[config.mk]
export PLATFORM = sky130hd
export DESIGN_NAME = acc_service_top
export DESIGN_NICKNAME = d
export VERILOG_FILES = /design/src/acc_cmd_pkg.sv /design/src/acc_flow_pkg.sv /design/src/flow_arb_rr.sv /design/src/flow_mux_rr.sv /design/src/flow_reg_fwd.sv /design/src/acc_bank.sv /design/src/acc_service_top.sv
export VERILOG_INCLUDE_DIRS = /design/src /design/src/src
export SDC_FILE = /design/constraint.sdc
export NUM_CORES = 1
export LEC_CHECK = 0
export ABC_AREA = 1
export BUFFER_PORTS_ARGS = -buffer_cell sky130_fd_sc_hd__buf_2
export CAP_MARGIN = 20
export CORE_UTILIZATION = 45
export CTS_CLUSTER_SIZE = 28
export DETAILED_ROUTE_END_ITERATION = 7
export PLACE_DENSITY = 0.68
export SYNTH_ARGS = -nofsm -noshare
export SYNTH_HDL_FRONTEND = slang
export SYNTH_SLANG_ARGS = --single-unit
[constraint.sdc]
create_clock -name clk -period 6.5 [get_ports clk]
set_clock_uncertainty 0.05 [all_clocks]
set_input_delay 1.3 -clock clk [delete_from_list [all_inputs] [get_ports clk]]
set_output_delay 1.3 -clock clk [all_outputs]
set_load 0.01 [all_outputs]
[src/acc_consts.svh]
/*
  Sizes shared by the accumulator service RTL and its testbench.
  Include wherever the requester count or a datapath width is needed.
*/

`ifndef ACC_CONSTS_SVH
`define ACC_CONSTS_SVH

// Number of requesters sharing the datapath
`define NUM_SRC 4

// Accumulator and result width
`define VALUE_W 16

// Add command fields
`define IMM_W   12
`define SHIFT_W 4

// One opcode bit on top of a 16-bit body
`define CMD_W   17

`endif

[src/acc_cmd_pkg.sv]
/*
  Command word format for the accumulator bank.
  The word is one opcode bit plus a body that is read either as a load
  value or as a shifted signed add immediate.
*/

`include "acc_consts.svh"

package acc_cmd_pkg;

  // Opcode sits in the top bit of every command word
  typedef enum logic {
    OP_LOAD = 1'b0,
    OP_ADD  = 1'b1
  } cmd_op_t;

  // Load view: replace the accumulator
  typedef struct packed {
    cmd_op_t             op;
    logic [`VALUE_W-1:0] value;
  } cmd_load_t;

  // Add view: sign-extended immediate shifted left before the add
  typedef struct packed {
    cmd_op_t                  op;
    logic [`SHIFT_W-1:0]      shift;
    logic signed [`IMM_W-1:0] imm;
  } cmd_add_t;

  // Both views are CMD_W bits and share the opcode bit
  typedef union packed {
    cmd_load_t load;
    cmd_add_t  add;
  } cmd_word_t;

endpackage

[src/acc_flow_pkg.sv]
/*
  Requester-side types used by the arbiter, the pipe stages and the bank.
*/

`include "acc_consts.svh"

package acc_flow_pkg;

  // Index of one requester
  typedef logic [$clog2(`NUM_SRC)-1:0] src_idx_t;

  // One bit per requester, used for valid, ready and grant vectors
  typedef logic [`NUM_SRC-1:0] src_vec_t;

endpackage

[src/flow_arb_rr.sv]
/*
  Round-robin arbiter with ready/valid on both sides.
  Grants one requester per cycle with no latency; the priority pointer
  only advances when the pop side actually takes the grant.
*/

`timescale 1ns/10ps

`include "acc_consts.svh"

module flow_arb_rr
  import acc_flow_pkg::*;
(
  input  logic     clk,
  input  logic     rst,
  input  src_vec_t push_valid,
  output src_vec_t push_ready,
  input  logic     pop_ready,
  output logic     pop_valid
);

  // ----------------------------------------------------------
  // Priority pointer and grant
  // ----------------------------------------------------------

  // Requester with the highest priority this cycle
  src_idx_t ptr;

  // Winner of the current arbitration
  src_idx_t win_idx;
  src_vec_t grant;
  logic     any_valid;

  // Scan from the pointer and wrap around
  always_comb begin
    win_idx   = ptr;
    any_valid = 1'b0;
    for (int k = 0; k < `NUM_SRC; k++) begin
      // First valid requester at or after ptr wins
      if (!any_valid && push_valid[(int'(ptr) + k) % `NUM_SRC]) begin
        any_valid = 1'b1;
        win_idx   = src_idx_t'((int'(ptr) + k) % `NUM_SRC);
      end
    end
  end

  // One-hot grant, all zero when nobody requests
  always_comb begin
    grant          = '0;
    grant[win_idx] = any_valid;
  end

  // ----------------------------------------------------------
  // Flow control
  // ----------------------------------------------------------

  assign pop_valid = any_valid;

  // Only the winner sees ready, and only if the pop side can take it
  assign push_ready = pop_ready ? grant : '0;

  // Move priority to one past the winner on a completed pop
  always_ff @(posedge clk) begin
    if (rst) begin
      ptr <= '0;
    end else if (pop_valid && pop_ready) begin
      ptr <= src_idx_t'((int'(win_idx) + 1) % `NUM_SRC);
    end
  end

endmodule

[src/flow_mux_rr.sv]
/*
  Flow-controlled multiplexer with round-robin arbitration.
  Pops the granted requester's command in the same cycle it is pushed and
  passes the granted index along so later stages know the owner.
*/

`timescale 1ns/10ps

`include "acc_consts.svh"

module flow_mux_rr
  import acc_cmd_pkg::*;
  import acc_flow_pkg::*;
(
  input  logic                       clk,
  input  logic                       rst,
  input  src_vec_t                   push_valid,
  output src_vec_t                   push_ready,
  input  cmd_word_t [`NUM_SRC-1:0]   push_data,
  input  logic                       pop_ready,
  output logic                       pop_valid,
  output cmd_word_t                  pop_data,
  output src_idx_t                   pop_src
);

  // Arbitration and handshakes
  flow_arb_rr arb0 (
    .clk        (clk),
    .rst        (rst),
    .push_valid (push_valid),
    .push_ready (push_ready),
    .pop_ready  (pop_ready),
    .pop_valid  (pop_valid)
  );

  // ----------------------------------------------------------
  // Grant to index
  // ----------------------------------------------------------

  src_idx_t grant_idx;

  // At most one bit of push_valid & push_ready is set
  always_comb begin
    grant_idx = '0;
    for (int i = 0; i < `NUM_SRC; i++) begin
      if (push_valid[i] && push_ready[i]) begin
        grant_idx = src_idx_t'(i);
      end
    end
  end

  // Data select and owner tag
  assign pop_data = push_data[grant_idx];
  assign pop_src  = grant_idx;

endmodule

[src/flow_reg_fwd.sv]
/*
  One-entry forward pipe register on a ready/valid link.
  Cuts the combinational valid/data path and still moves one item per
  cycle, since it accepts whenever it is empty or being drained.
*/

`timescale 1ns/10ps

module flow_reg_fwd
  import acc_cmd_pkg::*;
  import acc_flow_pkg::*;
(
  input  logic      clk,
  input  logic      rst,
  input  logic      push_valid,
  output logic      push_ready,
  input  cmd_word_t push_cmd,
  input  src_idx_t  push_src,
  output logic      pop_valid,
  input  logic      pop_ready,
  output cmd_word_t pop_cmd,
  output src_idx_t  pop_src
);

  logic full;

  // Room when empty or when the held item leaves this cycle
  assign push_ready = !full || pop_ready;
  assign pop_valid  = full;

  // Occupancy
  always_ff @(posedge clk) begin
    if (rst) begin
      full <= 1'b0;
    end else if (push_valid && push_ready) begin
      full <= 1'b1;
    end else if (pop_ready) begin
      full <= 1'b0;
    end
  end

  // Payload follows every accepted push
  always_ff @(posedge clk) begin
    if (push_valid && push_ready) begin
      pop_cmd <= push_cmd;
      pop_src <= push_src;
    end
  end

endmodule

[src/acc_bank.sv]
/*
  Per-requester accumulators and command execution.
  An accepted command updates its owner's accumulator; the new value goes
  out one cycle later with the owner index and is held until taken.
*/

`timescale 1ns/10ps

`include "acc_consts.svh"

module acc_bank
  import acc_cmd_pkg::*;
  import acc_flow_pkg::*;
(
  input  logic                clk,
  input  logic                rst,
  input  logic                cmd_valid,
  output logic                cmd_ready,
  input  cmd_word_t           cmd,
  input  src_idx_t            cmd_src,
  output logic                result_valid,
  input  logic                result_ready,
  output src_idx_t            result_src,
  output logic [`VALUE_W-1:0] result_value
);

  // ----------------------------------------------------------
  // Command execution
  // ----------------------------------------------------------

  logic [`VALUE_W-1:0] acc [`NUM_SRC];

  logic [`VALUE_W-1:0] imm_ext;
  logic [`VALUE_W-1:0] add_term;
  logic [`VALUE_W-1:0] next_value;
  logic                accept;

  // New work only when the result slot is free or draining
  assign cmd_ready = !result_valid || result_ready;
  assign accept    = cmd_valid && cmd_ready;

  // Sign-extend the immediate, then shift inside VALUE_W bits
  assign imm_ext  = {{(`VALUE_W - `IMM_W){cmd.add.imm[`IMM_W-1]}}, cmd.add.imm};
  assign add_term = imm_ext << cmd.add.shift;

  // Opcode bit is shared, so either view decides. Sum wraps mod 2^16
  assign next_value = (cmd.load.op == OP_ADD) ? acc[cmd_src] + add_term
                                              : cmd.load.value;

  // Accumulators start at zero
  always_ff @(posedge clk) begin
    if (rst) begin
      for (int i = 0; i < `NUM_SRC; i++) begin
        acc[i] <= '0;
      end
    end else if (accept) begin
      acc[cmd_src] <= next_value;
    end
  end

  // ----------------------------------------------------------
  // Result register
  // ----------------------------------------------------------

  always_ff @(posedge clk) begin
    if (rst) begin
      result_valid <= 1'b0;
    end else if (accept) begin
      result_valid <= 1'b1;
    end else if (result_ready) begin
      result_valid <= 1'b0;
    end
  end

  // Held stable while the consumer stalls
  always_ff @(posedge clk) begin
    if (accept) begin
      result_value <= next_value;
      result_src   <= cmd_src;
    end
  end

endmodule

[src/acc_service_top.sv]
/*
  Shared accumulator service.
  Round-robin mux, forward pipe register and accumulator bank in a row;
  a command pushed at one edge yields its result two edges later.
*/

`timescale 1ns/10ps

`include "acc_consts.svh"

module acc_service_top
  import acc_cmd_pkg::*;
  import acc_flow_pkg::*;
(
  input  logic                     clk,
  input  logic                     rst,
  input  src_vec_t                 push_valid,
  output src_vec_t                 push_ready,
  input  cmd_word_t [`NUM_SRC-1:0] push_data,
  output logic                     result_valid,
  input  logic                     result_ready,
  output src_idx_t                 result_src,
  output logic [`VALUE_W-1:0]      result_value
);

  // Mux to register link
  logic      mux_valid;
  logic      mux_ready;
  cmd_word_t mux_cmd;
  src_idx_t  mux_src;

  // Register to bank link
  logic      reg_valid;
  logic      reg_ready;
  cmd_word_t reg_cmd;
  src_idx_t  reg_src;

  // ----------------------------------------------------------
  // Stage 0, arbitration
  // ----------------------------------------------------------
  flow_mux_rr mux0 (
    .clk        (clk),
    .rst        (rst),
    .push_valid (push_valid),
    .push_ready (push_ready),
    .push_data  (push_data),
    .pop_ready  (mux_ready),
    .pop_valid  (mux_valid),
    .pop_data   (mux_cmd),
    .pop_src    (mux_src)
  );

  // Stage 1, pipe register
  flow_reg_fwd reg0 (
    .clk        (clk),
    .rst        (rst),
    .push_valid (mux_valid),
    .push_ready (mux_ready),
    .push_cmd   (mux_cmd),
    .push_src   (mux_src),
    .pop_valid  (reg_valid),
    .pop_ready  (reg_ready),
    .pop_cmd    (reg_cmd),
    .pop_src    (reg_src)
  );

  // Stage 2, execute and return
  acc_bank bank0 (
    .clk          (clk),
    .rst          (rst),
    .cmd_valid    (reg_valid),
    .cmd_ready    (reg_ready),
    .cmd          (reg_cmd),
    .cmd_src      (reg_src),
    .result_valid (result_valid),
    .result_ready (result_ready),
    .result_src   (result_src),
    .result_value (result_value)
  );

endmodule

==> results.ini <==
[status]
status = finished clean

[route]
vias = 5733
drt_iter0_drc = 426
drc_errors = 0
avgViaCountPerCell = 5.11
drt_pass1_iterations = 5
detail_route.wl_per_cell_um = 14.4
detail-route-antenna-nets = 0
routed_wl_mm = 16.2

[die]
start_util = 0.461
die_area_um2 = 15400
fp.coreArea_um2 = 14500
rows = 44
fp.dieH_um = 124
fp.dieW_um = 124
io-pin-count = 98

[power_and_ir_drop]
vdd_drop_max_uv = 525
power.density_nw_per_um2 = 596
leakage_nw = 3.63

[timing]
worstMarginPinSlew_ns = 0.962
tns_ns = 0
period_minus_slack_ns = 4.49
max_clock_freq_mhz = 223
hold_violations = 0
relSlewSlack = 0.358
finalSetupViolations = 0
slew_violations = 0
rsz0062_at_grt = no
post-route-period-util = 0.691
hold-worst-slack_ns = 0.442

[synth]
syn-num-nets = 952
synth_edf_count = 101
synthArstFlopShare = 0
synthCells = 857
synth_cell_types = 42
synth_ff_type = edfxtp_1
syn_avg_cell_area_um2 = 7.82
yosysSeqAreaShare = 0.470
ys_warn_count = 0
synth-seq-cells = 107
netlist_area_um2 = 6700

[clock_tree]
clkLatencyLatePin_ns = 0.36
postCtsHoldBufs = 0
path_clk_slew_ns = 0.07
cts_resized = 0
cts_made_buffers = 9
htree_levels = 3
post-cts-setup-buffers = 0
cts_root_buf = clkbuf_16
cts_tree = done
clock_sinks = 107
clockBufferDepth = 2

[cells_and_area]
drive_gt1_frac = 0.143
area_delta_synth_final_pct = 12.6
final_nets = 1029
final_common_cell = nand2_1
finalCoreUtilization = 0.519
diodes = 0
layout_common_cells = nand2_1 (194), inv_1 (134), nor2_1 (119)

[setup_path]
crit_arrival_ns = 3.14
cp-start-kind = input port
cp_data_required_time_ns = 5.15
cp_max_fo = 3
crit_chain = buf_2 -> inv_1 -> nand2_1 -> nand3_1 -> nand2_1 -> o31ai_1 -> xor2_1 -> nand2_1 -> o21ai_0 -> ha_1 -> inv_1 -> nor2_1 -> buf_2
critPathCaptureType = output port
slowest_delay_ns = 0.33
crit_family = simple AND/OR/NAND/NOR gates
crit_buf_inv = 4
path_class = input port to output port
cp_slowest_cell = o31ai_1
cpMostUsedCell = nand2_1

[job]
maxCapViolations = 0

[global_route]
grt_pass1_wl_mm = 25.5
grt_max_degree = 38
antenna_found_initial = 0
grtUsageTotal = 0.220
grt_pass1_vias = 5041
grt.overflow.total = 0

[min_path]
hp-class = flip-flop to flip-flop

[placed_design]
hpwlAfterDp_mm = 11.4
gp_congestion = 0.912
portBuffers = 97

## Yosys cell counts, types with 4 or more instances
library cell / number / share of area
xor2_1: 5 / 0.0065
a21oi_1: 24 / 0.018
o31ai_1: 4 / 0.0045
nand2_4: 5 / 0.0084
ha_1: 19 / 0.035
clkbuf_1: 22 / 0.012
nand3_1: 63 / 0.047
edfxtp_1: 101 / 0.45
xnor2_1: 7 / 0.0091
o22ai_1: 15 / 0.014
inv_1: 134 / 0.075
nand2_1: 194 / 0.11
dfxtp_1: 6 / 0.018
o21ai_0: 90 / 0.067
buf_2: 6 / 0.0045
buf_6: 5 / 0.0084
nor2_1: 119 / 0.067
## power breakdown
part,switching [mW],leakage (nW),internal [mW]
Combinational,1.83,2.41,0.882
Sequential,0.155,1.09,1.11
Clock,0.259,0.134,0.262
Total,2.25,3.63,2.26
## through the flow
stage	std cells	power, mW	area (um2)	setup WS [ns]
final	1123	4.50	7550	2.01
after global routing	1123	4.92	7550	1.83
after detailed placement	1107	3.98	7270	2.02
after global placement	1107	3.95	7270	2.08
after floorplan	857	3.31	6700	2.39
after CTS	1123	4.51	7550	2.00
## final cells by class
class	instances	area (um2)
fillers	1396	6980
flip-flops and latches	107	3150
inverters	139	527
clock inverters	7	53.8
repair buffers	99	500
well taps	184	230
clock buffers	9	225
multi-input cells	578	2860
## cells by family after synthesis
group,after synthesis,synth area share
AOI/OAI and AO/OA,145,0.116
adders and majority gates,20,0.0384
buffers and inverters,172,0.104
DFF,107,0.470
and+or+nand+nor,400,0.254
muxes,1,0.00149
xor gates and xnor gates,12,0.0157
## state kept, by name, summed over array words and instances, names as in the netlist, named ones only
register            cells
reg0.pop_src            2
reg0.pop_valid          1
bank0.result_src        2
bank0.acc              64
mux0.arb0.ptr           2
reg0.pop_cmd           17
bank0.result_valid      1
bank0.result_value     16
## worst paths after layout
| kind | start | endpoint | slack, ns | cells after the start |
|---|---|---|---|---|
| setup reg to reg | flip-flop | bank0.acc[2][10] | 2.46 | 16 |
| setup / recovery | push_valid[1] | push_ready[2] | 2.01 | 13 |
| hold reg to reg | reg0.pop_valid | bank0.result_valid | 0.44 | 2 |
| hold / removal | reg0.pop_valid | bank0.result_valid | 0.44 | 2 |
## layer usage
metal,wire [um],part of all wire,up-vias,GRT usage
met2,7630,0.47,172,0.346
met3,889,0.055,26,0.0508
met1,7210,0.45,2594,0.292
met5,0,0,-,0
li1,-,-,2941,-
met4,439,0.027,0,0.0878
## worst min-delay path, stage by stage, from the launching register on
cell,delay (ns)
dfxtp_1,0.32
inv_1,0.07
a21oi_1,0.07
Power figures use the tool's default switching activity.
